==> config.mk <==
export PLATFORM = sky130hd
export DESIGN_NAME = tlb_top
export DESIGN_NICKNAME = d
export VERILOG_FILES = /design/src/common/tlb_addr_pkg.sv /design/src/common/tlb_entry_pkg.sv /design/src/tlb/tlb_entry_array.sv /design/src/tlb/tlb_lookup.sv /design/src/tlb/tlb_replace.sv /design/src/tlb_top.sv
export VERILOG_INCLUDE_DIRS = /design/src /design/src/common
export SDC_FILE = /design/constraint.sdc
export NUM_CORES = 2
export LEC_CHECK = 0
export BUFFER_PORTS_ARGS = -buffer_cell sky130_fd_sc_hd__buf_4
export CELL_PAD_IN_SITES_DETAIL_PLACEMENT = 1
export CELL_PAD_IN_SITES_GLOBAL_PLACEMENT = 2
export CORE_UTILIZATION = 39
export DETAILED_ROUTE_END_ITERATION = 16
export PLACE_DENSITY_LB_ADDON = 0.1
export RECOVER_POWER = 25
export SLEW_MARGIN = 0
export SYNTH_ARGS = -nofsm -noshare
export SYNTH_HDL_FRONTEND = slang
export SYNTH_SLANG_ARGS = --single-unit
==> constraint.sdc <==
create_clock -name clk -period 9.3 [get_ports clk]
set_clock_uncertainty 0.2 [all_clocks]
set_input_delay 1.86 -clock clk [delete_from_list [all_inputs] [get_ports clk]]
set_output_delay 1.86 -clock clk [all_outputs]
set_load 0.1 [all_outputs]
==> src/common/tlb_cfg.svh <==
// tlb geometry, address split and bit positions of the entry fields
`ifndef TLB_CFG_SVH
`define TLB_CFG_SVH

// ----------------------------------------
// geometry
// ----------------------------------------

// fully associative, one slot per entry
`define TLB_ENTRIES      32
`define TLB_IDX_W        5

// 4 KB pages on a 32-bit address
`define TLB_PAGE_W       20
`define TLB_OFFSET_W     12

// ----------------------------------------
// entry layout, lowest field first
// ----------------------------------------

// virtual page tag
`define TLB_BIT_VPAGE_LO 0
// physical page
`define TLB_BIT_PPAGE_LO 20
`define TLB_BIT_VALID    40
// combined pde/pte permissions
`define TLB_BIT_RW       41
`define TLB_BIT_SU       42
// top bit of an entry
`define TLB_BIT_DIRTY    43

`endif

==> src/common/tlb_addr_pkg.sv <==
// linear, physical, page number and page offset address types
`default_nettype none

`include "tlb_cfg.svh"

package tlb_addr_pkg;

    // ----------------------------------------
    // full addresses
    // ----------------------------------------

    // linear address as seen by the core
    typedef logic [`TLB_PAGE_W+`TLB_OFFSET_W-1:0] linear_addr_t;

    // physical address after translation
    typedef logic [`TLB_PAGE_W+`TLB_OFFSET_W-1:0] phys_addr_t;

    // ----------------------------------------
    // address fields
    // ----------------------------------------

    // upper part used as the entry tag
    typedef logic [`TLB_PAGE_W-1:0] page_num_t;

    // passes through translation unchanged
    typedef logic [`TLB_OFFSET_W-1:0] page_offset_t;

endpackage

`default_nettype wire

==> src/common/tlb_entry_pkg.sv <==
// entry, slot index, slot mask and pseudo-lru tree types
`default_nettype none

`include "tlb_cfg.svh"

package tlb_entry_pkg;

    // ----------------------------------------
    // stored entry
    // ----------------------------------------

    // vpage, ppage, valid, rw, su, dirty from bit 0 up
    typedef logic [`TLB_BIT_DIRTY:0] tlb_entry_t;

    // ----------------------------------------
    // slot selection
    // ----------------------------------------

    // binary slot number
    typedef logic [`TLB_IDX_W-1:0] entry_idx_t;

    // one bit per slot with bit 0 for slot 0
    typedef logic [`TLB_ENTRIES-1:0] entry_mask_t;

    // ----------------------------------------
    // replacement state
    // ----------------------------------------

    // heap order with children 2n+1 and 2n+2 under node n
    // nodes 15..30 sit right above the slots
    // a node at 1 points the victim to its lower-indexed half
    typedef logic [`TLB_ENTRIES-2:0] plru_tree_t;

endpackage

`default_nettype wire

==> src/tlb/tlb_entry_array.sv <==
// tlb entry registers with write, single-page flush, stale flush and flush-all
`timescale 1ns/1ps
`default_nettype none

`include "tlb_cfg.svh"

module tlb_entry_array (
    input  wire                         clk,
    input  wire                         rst_n,
    input  wire tlb_entry_pkg::entry_mask_t  write_mask,
    input  wire tlb_addr_pkg::linear_addr_t  write_linear,
    input  wire tlb_addr_pkg::phys_addr_t    write_physical,
    input  wire logic                   write_combined_rw,
    input  wire logic                   write_combined_su,
    input  wire logic                   rw,
    input  wire logic                   flush_single_do,
    input  wire tlb_addr_pkg::linear_addr_t  flush_single_linear,
    input  wire logic                   flush_all_do,
    input  wire tlb_entry_pkg::entry_mask_t  stale_mask,
    output tlb_entry_pkg::tlb_entry_t   entries [`TLB_ENTRIES],
    output tlb_entry_pkg::entry_mask_t  valid_vec
);

    tlb_entry_pkg::tlb_entry_t  new_entry;
    tlb_addr_pkg::page_num_t    flush_page;

    assign flush_page = flush_single_linear[`TLB_OFFSET_W +: `TLB_PAGE_W];

    // ----------------------------------------
    // entry being written this cycle
    // ----------------------------------------

    always_comb begin
        new_entry = '0;
        new_entry[`TLB_BIT_VPAGE_LO +: `TLB_PAGE_W] =
            write_linear[`TLB_OFFSET_W +: `TLB_PAGE_W];
        new_entry[`TLB_BIT_PPAGE_LO +: `TLB_PAGE_W] =
            write_physical[`TLB_OFFSET_W +: `TLB_PAGE_W];
        new_entry[`TLB_BIT_VALID] = 1'b1;
        new_entry[`TLB_BIT_RW]    = write_combined_rw;
        new_entry[`TLB_BIT_SU]    = write_combined_su;
        // walker refills for a write with dirty already set
        new_entry[`TLB_BIT_DIRTY] = rw;
    end

    // ----------------------------------------
    // slots
    // ----------------------------------------

    for (genvar i = 0; i < `TLB_ENTRIES; i++) begin : g_entry
        logic flush_hit;

        assign flush_hit = flush_single_do &&
            (entries[i][`TLB_BIT_VPAGE_LO +: `TLB_PAGE_W] == flush_page);

        // any kind of flush wins over a write to the same slot
        always_ff @(posedge clk) begin
            if (!rst_n) begin
                entries[i] <= '0;
            end else if (flush_all_do || flush_hit || stale_mask[i]) begin
                entries[i] <= '0;
            end else if (write_mask[i]) begin
                entries[i] <= new_entry;
            end
        end

        assign valid_vec[i] = entries[i][`TLB_BIT_VALID];
    end

    // replacement must never pick two slots at once
    a_write_single_slot: assert property (
        @(posedge clk) disable iff (!rst_n)
        $onehot0(write_mask)
    ) else $error("tlb write selects more than one slot");

endmodule

`default_nettype wire

==> src/tlb/tlb_lookup.sv <==
// tag compare, hit select, dirty check and translation outputs
`timescale 1ns/1ps
`default_nettype none

`include "tlb_cfg.svh"

module tlb_lookup (
    input  wire logic                   translate_do,
    input  wire logic                   rw,
    input  wire tlb_addr_pkg::linear_addr_t  translate_linear,
    input  wire tlb_entry_pkg::tlb_entry_t   entries [`TLB_ENTRIES],
    output tlb_entry_pkg::entry_mask_t  hit_mask,
    output tlb_entry_pkg::entry_mask_t  stale_mask,
    output logic                        translate_valid,
    output logic                        translate_combined_rw,
    output logic                        translate_combined_su,
    output tlb_addr_pkg::phys_addr_t    translate_physical
);

    tlb_addr_pkg::page_num_t    page;
    tlb_addr_pkg::page_offset_t offset;
    tlb_entry_pkg::tlb_entry_t  selected;
    logic                       hit_any;
    logic                       clean_write;

    assign page   = translate_linear[`TLB_OFFSET_W +: `TLB_PAGE_W];
    assign offset = translate_linear[`TLB_OFFSET_W-1:0];

    // ----------------------------------------
    // compare against all valid slots
    // ----------------------------------------

    always_comb begin
        for (int i = 0; i < `TLB_ENTRIES; i++) begin
            hit_mask[i] = translate_do && entries[i][`TLB_BIT_VALID] &&
                (entries[i][`TLB_BIT_VPAGE_LO +: `TLB_PAGE_W] == page);
        end
    end

    // and-or mux, at most one slot matches
    always_comb begin
        selected = '0;
        for (int i = 0; i < `TLB_ENTRIES; i++) begin
            if (hit_mask[i]) begin
                selected = selected | entries[i];
            end
        end
    end

    assign hit_any = |hit_mask;

    // ----------------------------------------
    // dirty check
    // ----------------------------------------

    // write to a clean page goes back to the walker to set dirty
    assign clean_write = hit_any && rw && !selected[`TLB_BIT_DIRTY];
    assign stale_mask  = clean_write ? hit_mask : '0;

    assign translate_valid = hit_any && (!rw || selected[`TLB_BIT_DIRTY]);

    assign translate_physical = translate_valid ?
        {selected[`TLB_BIT_PPAGE_LO +: `TLB_PAGE_W], offset} : translate_linear;

    assign translate_combined_rw = selected[`TLB_BIT_RW];
    assign translate_combined_su = selected[`TLB_BIT_SU];

    // no duplicate tags may exist in the entry array
    always_comb begin
        a_hit_onehot: assert ($onehot0(hit_mask))
            else $error("tlb page matches more than one slot");
    end

endmodule

`default_nettype wire

==> src/tlb/tlb_replace.sv <==
// free-slot finder, pseudo-lru tree and choice of the slot to write
`timescale 1ns/1ps
`default_nettype none

`include "tlb_cfg.svh"

module tlb_replace (
    input  wire                         clk,
    input  wire                         rst_n,
    input  wire logic                   write_do,
    input  wire logic                   flush_all_do,
    input  wire tlb_entry_pkg::entry_mask_t  valid_vec,
    input  wire tlb_entry_pkg::entry_mask_t  hit_mask,
    output tlb_entry_pkg::entry_mask_t  write_mask
);

    tlb_entry_pkg::plru_tree_t   tree;
    tlb_entry_pkg::plru_tree_t   tree_next;
    tlb_entry_pkg::entry_idx_t   free_idx;
    tlb_entry_pkg::entry_idx_t   victim_idx;
    tlb_entry_pkg::entry_idx_t   write_idx;
    tlb_entry_pkg::entry_idx_t   touch_idx;
    tlb_entry_pkg::entry_mask_t  touch_mask;
    logic                        full;
    logic                        touch_any;

    // ----------------------------------------
    // slot choice
    // ----------------------------------------

    assign full = &valid_vec;

    // lowest free slot, counting down so slot 0 wins
    always_comb begin
        free_idx = '0;
        for (int i = `TLB_ENTRIES-1; i >= 0; i--) begin
            if (!valid_vec[i]) begin
                free_idx = tlb_entry_pkg::entry_idx_t'(i);
            end
        end
    end

    // root to leaf, one index bit per level, msb first
    always_comb begin
        int   node;
        logic go_upper;
        node       = 0;
        victim_idx = '0;
        for (int l = 0; l < `TLB_IDX_W; l++) begin
            go_upper = ~tree[node];
            victim_idx[`TLB_IDX_W-1-l] = go_upper;
            node = 2*node + (go_upper ? 2 : 1);
        end
    end

    assign write_idx  = full ? victim_idx : free_idx;
    assign write_mask = write_do ?
        (tlb_entry_pkg::entry_mask_t'(1) << write_idx) : '0;

    // ----------------------------------------
    // tree update
    // ----------------------------------------

    assign touch_mask = write_mask | hit_mask;
    assign touch_any  = |touch_mask;

    always_comb begin
        touch_idx = '0;
        for (int i = `TLB_ENTRIES-1; i >= 0; i--) begin
            if (touch_mask[i]) begin
                touch_idx = tlb_entry_pkg::entry_idx_t'(i);
            end
        end
    end

    // each node on the path points to the other half
    // so the node value equals the slot's index bit
    always_comb begin
        int   node;
        logic upper;
        tree_next = tree;
        node      = 0;
        for (int l = 0; l < `TLB_IDX_W; l++) begin
            upper = touch_idx[`TLB_IDX_W-1-l];
            tree_next[node] = upper;
            node = 2*node + (upper ? 2 : 1);
        end
    end

    always_ff @(posedge clk) begin
        if (!rst_n) begin
            tree <= '0;
        end else if (flush_all_do) begin
            tree <= '0;
        end else if (touch_any) begin
            tree <= tree_next;
        end
    end

    a_write_mask_idle: assert property (
        @(posedge clk) disable iff (!rst_n)
        !write_do |-> (write_mask == '0)
    ) else $error("tlb write slot selected without a write");

endmodule

`default_nettype wire

==> src/tlb_top.sv <==
// tlb top level with entry storage, lookup and replacement
`timescale 1ns/1ps
`default_nettype none

`include "tlb_cfg.svh"

module tlb_top (
    input  wire                         clk,
    input  wire                         rst_n,
    // translate request, rw 1 for a write access
    input  wire logic                   translate_do,
    input  wire tlb_addr_pkg::linear_addr_t  translate_linear,
    input  wire logic                   rw,
    // refill from the page walker
    input  wire logic                   write_do,
    input  wire tlb_addr_pkg::linear_addr_t  write_linear,
    input  wire tlb_addr_pkg::phys_addr_t    write_physical,
    input  wire logic                   write_combined_rw,
    input  wire logic                   write_combined_su,
    // invalidation
    input  wire logic                   flush_single_do,
    input  wire tlb_addr_pkg::linear_addr_t  flush_single_linear,
    input  wire logic                   flush_all_do,
    // translation result, same cycle
    output logic                        translate_valid,
    output tlb_addr_pkg::phys_addr_t    translate_physical,
    output logic                        translate_combined_rw,
    output logic                        translate_combined_su
);

    tlb_entry_pkg::tlb_entry_t   entries [`TLB_ENTRIES];
    tlb_entry_pkg::entry_mask_t  valid_vec;
    tlb_entry_pkg::entry_mask_t  hit_mask;
    tlb_entry_pkg::entry_mask_t  stale_mask;
    tlb_entry_pkg::entry_mask_t  write_mask;

    // ----------------------------------------
    // storage
    // ----------------------------------------

    tlb_entry_array u_entry_array (
        .clk                 (clk),
        .rst_n               (rst_n),
        .write_mask          (write_mask),
        .write_linear        (write_linear),
        .write_physical      (write_physical),
        .write_combined_rw   (write_combined_rw),
        .write_combined_su   (write_combined_su),
        .rw                  (rw),
        .flush_single_do     (flush_single_do),
        .flush_single_linear (flush_single_linear),
        .flush_all_do        (flush_all_do),
        .stale_mask          (stale_mask),
        .entries             (entries),
        .valid_vec           (valid_vec)
    );

    // ----------------------------------------
    // compare and select
    // ----------------------------------------

    tlb_lookup u_lookup (
        .translate_do          (translate_do),
        .rw                    (rw),
        .translate_linear      (translate_linear),
        .entries               (entries),
        .hit_mask              (hit_mask),
        .stale_mask            (stale_mask),
        .translate_valid       (translate_valid),
        .translate_combined_rw (translate_combined_rw),
        .translate_combined_su (translate_combined_su),
        .translate_physical    (translate_physical)
    );

    // ----------------------------------------
    // replacement
    // ----------------------------------------

    tlb_replace u_replace (
        .clk          (clk),
        .rst_n        (rst_n),
        .write_do     (write_do),
        .flush_all_do (flush_all_do),
        .valid_vec    (valid_vec),
        .hit_mask     (hit_mask),
        .write_mask   (write_mask)
    );

endmodule

`default_nettype wire

---- After elaboration in Yosys (flattened, before gate mapping) ----
Index checks and enable logic that the tools add are counted.
storage, ports and cells
  register bits ........................... 1439
  input port bits ......................... 137
  output and inout port bits .............. 35
  word-level logic and storage cells ...... 492
cells by class
  add/sub/neg operators ................... 6
  $lt $le $gt $ge ......................... 12
  eq/ne operators ......................... 64
  shift-type cells ........................ 1
  mux-type cells .......................... 132
  bitwise gates (word level) .............. 38
  reductions and logical operators ........ 206
operators with widths
  operator                                                                        count
  44-bit 2-to-1 mux                                                               32
  44-bit bitwise OR                                                               31
  20-bit == test                                                                  64
  5-bit 2-to-1 mux                                                                65
  32-bit by 7-bit less-than comparator with 1-bit output (second input constant)  8
  32-bit adder                                                                    6
  32-bit by 1-bit >= comparator with 1-bit output (second input constant)         4
  31-bit bitwise mux                                                              4
  1-bit logical AND                                                               103
  32-bit 2-to-1 mux                                                               3
  2-bit OR reduction                                                              33
  1-bit logical OR                                                                65
  32-bit OR reduction                                                             2
  32-bit bitwise OR                                                               1
  32-bit AND reduction                                                            1
  1-bit by 5-bit << shifter with 32-bit output (first input constant)             1
  1-bit binary-select mux with 5-bit select                                       4
  1-bit demux with 5-bit select                                                   4
  2-bit 2-to-1 mux                                                                8
  1-bit 2-to-1 mux                                                                12
  1-bit NOT                                                                       6
  1-bit logical NOT                                                               2

---- Depth between registers and ports, before layout ----
  word-level depth ........................ 77
  gate-level depth with buffers ........... 39
  depth with buffers taken out ............ 31

---- Cells and area by module ----
From an unflattened synthesis, not the netlist that was laid out.
unflattened totals
  cell total of the unflattened synthesis .. 8205
  area, all modules ....................... 78615.4 um2
by module, submodules not included
  module           times used  cells an instance  area each (um2)  sequential area each (um2)
  tlb_entry_array  1           5816               60688.2          28187.0
  tlb_lookup       1           1681               13085.0          0.0
  tlb_replace      1           708                4842.1           620.6

---- Worst setup path after synthesis ----
Ideal clock, no wire load.
  path type ............................... in2out
  from .................................... input translate_linear[19]
  to ...................................... output translate_physical[21]
  arrival time ............................ 6.771 ns
  data required time ...................... 7.240 ns
  path slack .............................. 0.469 ns
  stages .................................. 16
  path buffers ............................ 6
  cell sequence ........................... buf_2 buf_2 buf_2 buf_2 xor2_1 nor4_1 nand4_1 nor4_1 a22o_1 a221oi_1 nand4_1 nor3_1 nor2b_1 clkbuf_1 buf_1 a21oi_1
between the ends
  longest elaborated chain between the ends .. 68
  elaborated cells on any way between the ends .. 131
  classes of those cells .................. eq/ne (32); mux (33); bitwise (31); reduce/logical (35)
RTL lines
  what                   RTL line          RTL
  start, declared        tlb_top.sv:12     input wire tlb_addr_pkg::linear_addr_t translate_linear,
  20-bit == test         tlb_lookup.sv:36  (entries[i][`TLB_BIT_VPAGE_LO +: `TLB_PAGE_W] == page);
  1-bit logical AND      tlb_lookup.sv:35  hit_mask[i] = translate_do && entries[i][`TLB_BIT_VALID] &&
  44-bit 2-to-1 mux      tlb_lookup.sv:44  if (hit_mask[i]) begin
  44-bit bitwise OR      tlb_lookup.sv:45  selected = selected | entries[i];
  44-bit 2-to-1 mux      tlb_lookup.sv:44
  44-bit bitwise OR      tlb_lookup.sv:45
  44-bit 2-to-1 mux      tlb_lookup.sv:44
  44-bit bitwise OR      tlb_lookup.sv:45
  [53 not listed]        -
  44-bit bitwise OR      tlb_lookup.sv:45
  44-bit 2-to-1 mux      tlb_lookup.sv:44
  44-bit bitwise OR      tlb_lookup.sv:45
  44-bit 2-to-1 mux      tlb_lookup.sv:44
  1-bit logical OR       tlb_lookup.sv:60  assign translate_valid = hit_any && (!rw || selected[`TLB_BIT_DIRTY]);
  1-bit logical AND (*)  tlb_lookup.sv:60
  via translate_valid    tlb_top.sv:25     output logic translate_valid,
  32-bit 2-to-1 mux (*)  tlb_lookup.sv:62  assign translate_physical = translate_valid ?
  end, declared          tlb_top.sv:26     output tlb_addr_pkg::phys_addr_t translate_physical,
Mark *: on every way through the listed nets, which the timed path passes. The rest lies on a longest branch.

---- Worst setup path after layout ----
  from .................................... input translate_linear[18]
  to ...................................... output translate_physical[27]
between the ends
  longest elaborated chain between the ends .. 68
  elaborated cells on any way between the ends .. 131
  classes of those cells .................. eq/ne (32); mux (33); bitwise (31); reduce/logical (35)
RTL lines
  what                   RTL line
  20-bit == test         tlb_lookup.sv:36
  1-bit logical AND      tlb_lookup.sv:35
  44-bit 2-to-1 mux      tlb_lookup.sv:44
  44-bit bitwise OR      tlb_lookup.sv:45
  44-bit 2-to-1 mux      tlb_lookup.sv:44
  44-bit bitwise OR      tlb_lookup.sv:45
  44-bit 2-to-1 mux      tlb_lookup.sv:44
  44-bit bitwise OR      tlb_lookup.sv:45
  [52 not listed]        -
  44-bit 2-to-1 mux      tlb_lookup.sv:44
  44-bit bitwise OR      tlb_lookup.sv:45
  44-bit 2-to-1 mux      tlb_lookup.sv:44
  44-bit bitwise OR      tlb_lookup.sv:45
  44-bit 2-to-1 mux      tlb_lookup.sv:44
  1-bit logical OR       tlb_lookup.sv:60
  1-bit logical AND      tlb_lookup.sv:60
  32-bit 2-to-1 mux (*)  tlb_lookup.sv:62
Every way passes the cells marked *; elsewhere a longest branch is shown, timed or not.

==> out/qor_table.md <==
| Quantity | This run | Unit |
|---|---|---|
| Yosys reg bits | 1,439 | - |
| Horizontal die dimension | 439.3 | um |
| Clock insertion delay at the later pin of the skew report | 0.86 | ns |
| Layout area overhead | 14.07 | % |
| Routability Congestion | 0.9348 | - |
| Unrepaired setup endpoints after global routing | true | - |
| Clock slew at reported path FFs | 0.06 | ns |
| Synth async-reset ratio | 0 | % |
| Required @ worst endpoint | 7.24 | ns |
| Most frequent cells in the layout | sky130_fd_sc_hd__nand2_1, sky130_fd_sc_hd__dfxtp_1, sky130_fd_sc_hd__a21oi_1 | - |
| Height of the die | 439.3 | um |
| Fraction of final layout cells with drive strength greater than 1 | 9.804 | % |
| Number of iterations in the first detailed-routing pass | 5 | - |
| Tcrit/Tclk final | 99.34 | % |
| Fraction of the yosys area taken by sequential cells | 38.62 | % |
| Filler Cell Count | 22,340 | - |
| Largest net degree at the start of global routing | 46 | - |
| Critical Path End Type | output port | - |
| I/O pin total | 172 | - |
| Overall fraction of global-route tracks in use | 42.06 | % |
| Total power | 14,560 | uW |
| Post-synth EDFFs | 0 | - |
| Clock root buffer | sky130_fd_sc_hd__clkbuf_16 | - |
| Final Critical Period | 9.238 | ns |
| Most common cell after layout, fill and taps aside | sky130_fd_sc_hd__nand2_1 | - |
| Total overflow reported by the global router | 0 | - |
| Class of the most critical setup path | primary input to output port | - |
| Outcome | finished, violations left | - |
| CTS tree | built | - |
| Lkg Pwr | 0.02772 | uW |
| Post-Syn Nets | 9,471 | - |
| Number of antenna violations at the first check in global routing | 24 | - |
| Violations in the final reports | max-capacitance violations, max-slew violations | - |
| Final WL | 420,400 | um |
| Number of pins exceeding their max-slew limit in the final report | 5 | - |
| Final sum of negative setup slack | 0 | ns |
| Switching Fraction | 28.22 | % |
| Final setup fails | 0 | - |
| H-Tree Depth | 4 | - |
| CP max FO | 35 | - |
| Number of global-route vias before repair | 72,770 | - |
| Worst-case setup slack after placement | -0.3161 | ns |
| Cell area after synthesis | 74,590 | sq um |
| Seq pwr share | 42.5 | % |
| Synth top area share | 38.62 | % |
| Drt initial violations | 9,248 | - |
| Most common flop cell mapped by yosys | sky130_fd_sc_hd__dfxtp_1 | - |
| Longest Clk Path Bufs | 3 | - |
| Post-route DRC | 0 | - |
| Transition time of the tightest slew-check pin | 1.511 | ns |
| Total Die Area | 193,000 | sq um |
| Via total after detailed routing | 74,880 | - |
| Number of buffers created by CTS | 169 | - |
| Post-detailed-route count of antenna-violating nets | 0 | - |
| PortBufs | 111 | - |
| Final layout net count | 9,312 | - |
| Global-route wire length before repair | 575,400 | um |
| Total core area | 190,000 | sq um |
| Detailed-route vias per instance | 6.344 | - |
| Average cell area after synthesis | 8.009 | sq um |
| Combinational share of power | 9.9 | % |
| Routed length per placed instance | 35.61 | um |
| Count of yosys warnings during synthesis | 0 | - |
| Cell Count, Final, Fillers Out | 11,800 | - |
| Cell taking the most area after synthesis | sky130_fd_sc_hd__dfxtp_1 | - |
| CTS sink cnt | 1,439 | - |
| Startpoint class of the critical path | primary input | - |
| Arrival time of the worst setup path | 7.18 | ns |
| Placed instance count | 11,460 | - |
| Cell internal pwr | 10,450 | uW |
| Hold Crit Class | flip-flop to flip-flop | - |
| Final setup margin | 0.06152 | ns |
| Initial Utilization | 39.26 | % |
| DP HPWL | 252,900 | um |
| Maximum capacitance violations | 1 | - |
| Synth area leaders | sky130_fd_sc_hd__dfxtp_1, sky130_fd_sc_hd__nand2_1, sky130_fd_sc_hd__xnor2_1 | - |
| Final Hold Vio Count | 0 | - |
| Maximum clock rate | 108.2 | MHz |
| Post-Synthesis Cells | 9,313 | - |
| Tightest slew margin relative to the limit | -1.675 | % |
| Switching Power | 4108 | uW |
| Power per unit of standard cell area | 171.1 | nW/um^2 |
| Standard-cell rows | 160 | - |
| Unique masters post-synth | 98 | - |
| Portion of total power attributed to the clock network | 47.6 | % |
| Peak supply drop | 139.1 | uV |
## cell type report
cell class                 instances  area (sq um)  area share (%)
clock buffer                     255          5024           5.904
multi-input combinational       7044         42890           50.41
antenna                           11         27.53         0.03235
clock inverter                    44         611.8          0.7191
sequential                      1439         28810           33.86
inverter                          32         120.1          0.1412
tap                             2511          3142           3.693
timing repair buffer             468          4459           5.241
## stage by stage
step | cell area, sq um | util, % | hold slack, ns
after floorplan | 74590 | - | 0.2316
after global placement | 78960 | 41.56 | 0.2374
after detailed placement | 78980 | 41.57 | 0.2446
after CTS | 84660 | 44.56 | 0.2526
after global routing | 85070 | 44.78 | 0.2623
final | 85080 | 44.79 | 0.2528
## state kept, by name (all words and copies together), names as in the netlist
register / cells
u_replace.tree: 31
u_entry_array.entries: 1408
## timing repair
action | 4_1_cts | 5_1_grt
endpoints found under the setup margin | 57 | 1000
setup buffers | 4 | 28
endpoints found under the hold margin | 0 | 0
hold buffers | 0 | 0
gates resized for setup | 1 | 20
pin swaps | 2 | 9
gates cloned | 1 | 2
## logic make-up after synthesis
group | share of synthesized area, %
adders and majority gates | 0.3523
DFF | 38.62
buffers and inverters | 4.883
and+or+nand+nor | 21.21
muxes | 6.195
AOI/OAI and AO/OA | 13.51
xor gates and xnor gates | 15.24
## final timing paths
path / start / endpoint / slack, ns / depth (start not counted)
worst min-delay path: u_entry_array.entries[328] / u_entry_array.entries[328] / 0.25 / 2
worst max register to register: u_replace.tree[0] / u_entry_array.entries[201] / 0.39 / 26
worst max-delay path: translate_linear[18] / translate_physical[27] / 0.06 / 14
worst min register to register: u_entry_array.entries[328] / u_entry_array.entries[328] / 0.25 / 2
## synth_stat cells, types with 5 or more instances
| master | instances |
|---|---|
| sky130_fd_sc_hd__or3_1 | 15 |
| sky130_fd_sc_hd__o21ai_1 | 8 |
| sky130_fd_sc_hd__nand2b_1 | 18 |
| sky130_fd_sc_hd__ha_1 | 21 |
| sky130_fd_sc_hd__o31ai_1 | 14 |
| sky130_fd_sc_hd__nor3b_1 | 5 |
| sky130_fd_sc_hd__a211oi_1 | 12 |
| sky130_fd_sc_hd__buf_2 | 199 |
| sky130_fd_sc_hd__a32oi_1 | 5 |
| sky130_fd_sc_hd__nor2_1 | 611 |
| sky130_fd_sc_hd__o22ai_1 | 13 |
| sky130_fd_sc_hd__nand2_1 | 2056 |
| sky130_fd_sc_hd__buf_6 | 8 |
| sky130_fd_sc_hd__and3_1 | 10 |
| sky130_fd_sc_hd__nand4_1 | 242 |
| sky130_fd_sc_hd__nor4_1 | 241 |
| sky130_fd_sc_hd__o311ai_0 | 5 |
| sky130_fd_sc_hd__o211ai_1 | 14 |
| sky130_fd_sc_hd__a31oi_1 | 27 |
| sky130_fd_sc_hd__o2111ai_1 | 5 |
| sky130_fd_sc_hd__nor2b_1 | 11 |
| sky130_fd_sc_hd__nand4b_1 | 10 |
| sky130_fd_sc_hd__or2_2 | 9 |
| sky130_fd_sc_hd__nor2_2 | 9 |
| sky130_fd_sc_hd__a21oi_1 | 1046 |
| sky130_fd_sc_hd__a22oi_1 | 101 |
| sky130_fd_sc_hd__a21o_1 | 10 |
| sky130_fd_sc_hd__buf_1 | 73 |
| sky130_fd_sc_hd__nand3_1 | 235 |
| sky130_fd_sc_hd__mux2_2 | 11 |
| sky130_fd_sc_hd__inv_1 | 30 |
| sky130_fd_sc_hd__or4_1 | 7 |
| sky130_fd_sc_hd__xnor2_1 | 675 |
| sky130_fd_sc_hd__dfxtp_1 | 1439 |
| sky130_fd_sc_hd__nor3_1 | 98 |
| sky130_fd_sc_hd__mux2i_1 | 437 |
| sky130_fd_sc_hd__xor2_1 | 620 |
| sky130_fd_sc_hd__a221oi_1 | 137 |
| sky130_fd_sc_hd__o21ai_0 | 41 |
| sky130_fd_sc_hd__clkbuf_1 | 468 |
| sky130_fd_sc_hd__and2_1 | 10 |
| sky130_fd_sc_hd__buf_4 | 52 |
| sky130_fd_sc_hd__a311oi_1 | 8 |
| sky130_fd_sc_hd__a22o_1 | 133 |
## per-layer routing
layer  up-vias  routed length (um)  global-route usage (%)
met5         -                  25                       0
met4         4               27060                   23.27
met3      1214               42370                   9.072
met2      4304              180700                   64.04
met1     37910              170200                   55.04
li1      31440                   -                       -
## critical path, stage by stage
cell	delay, ns
sky130_fd_sc_hd__buf_4	0.52
sky130_fd_sc_hd__clkbuf_1	0.90
sky130_fd_sc_hd__xor2_1	0.20
sky130_fd_sc_hd__nor4_1	0.09
sky130_fd_sc_hd__nand4_1	0.11
sky130_fd_sc_hd__nor3_2	0.05
sky130_fd_sc_hd__buf_4	0.23
sky130_fd_sc_hd__nor4_1	1.28
sky130_fd_sc_hd__and2_1	0.26
sky130_fd_sc_hd__nand4_1	0.25
sky130_fd_sc_hd__nor2b_4	0.32
sky130_fd_sc_hd__buf_12	0.22
sky130_fd_sc_hd__o21ai_0	0.41
sky130_fd_sc_hd__buf_4	0.38
## power groups by stage
stage	clock network (uW)	registers (uW)	logic (uW)
detailed placement	0	6320	1370
global placement	0	6320	1360
CTS	6950	6180	1380
global route	7190	6180	1440
finish	6930	6180	1440
floorplan	0	6320	755
No activity file was read; power rests on OpenSTA's default activity.
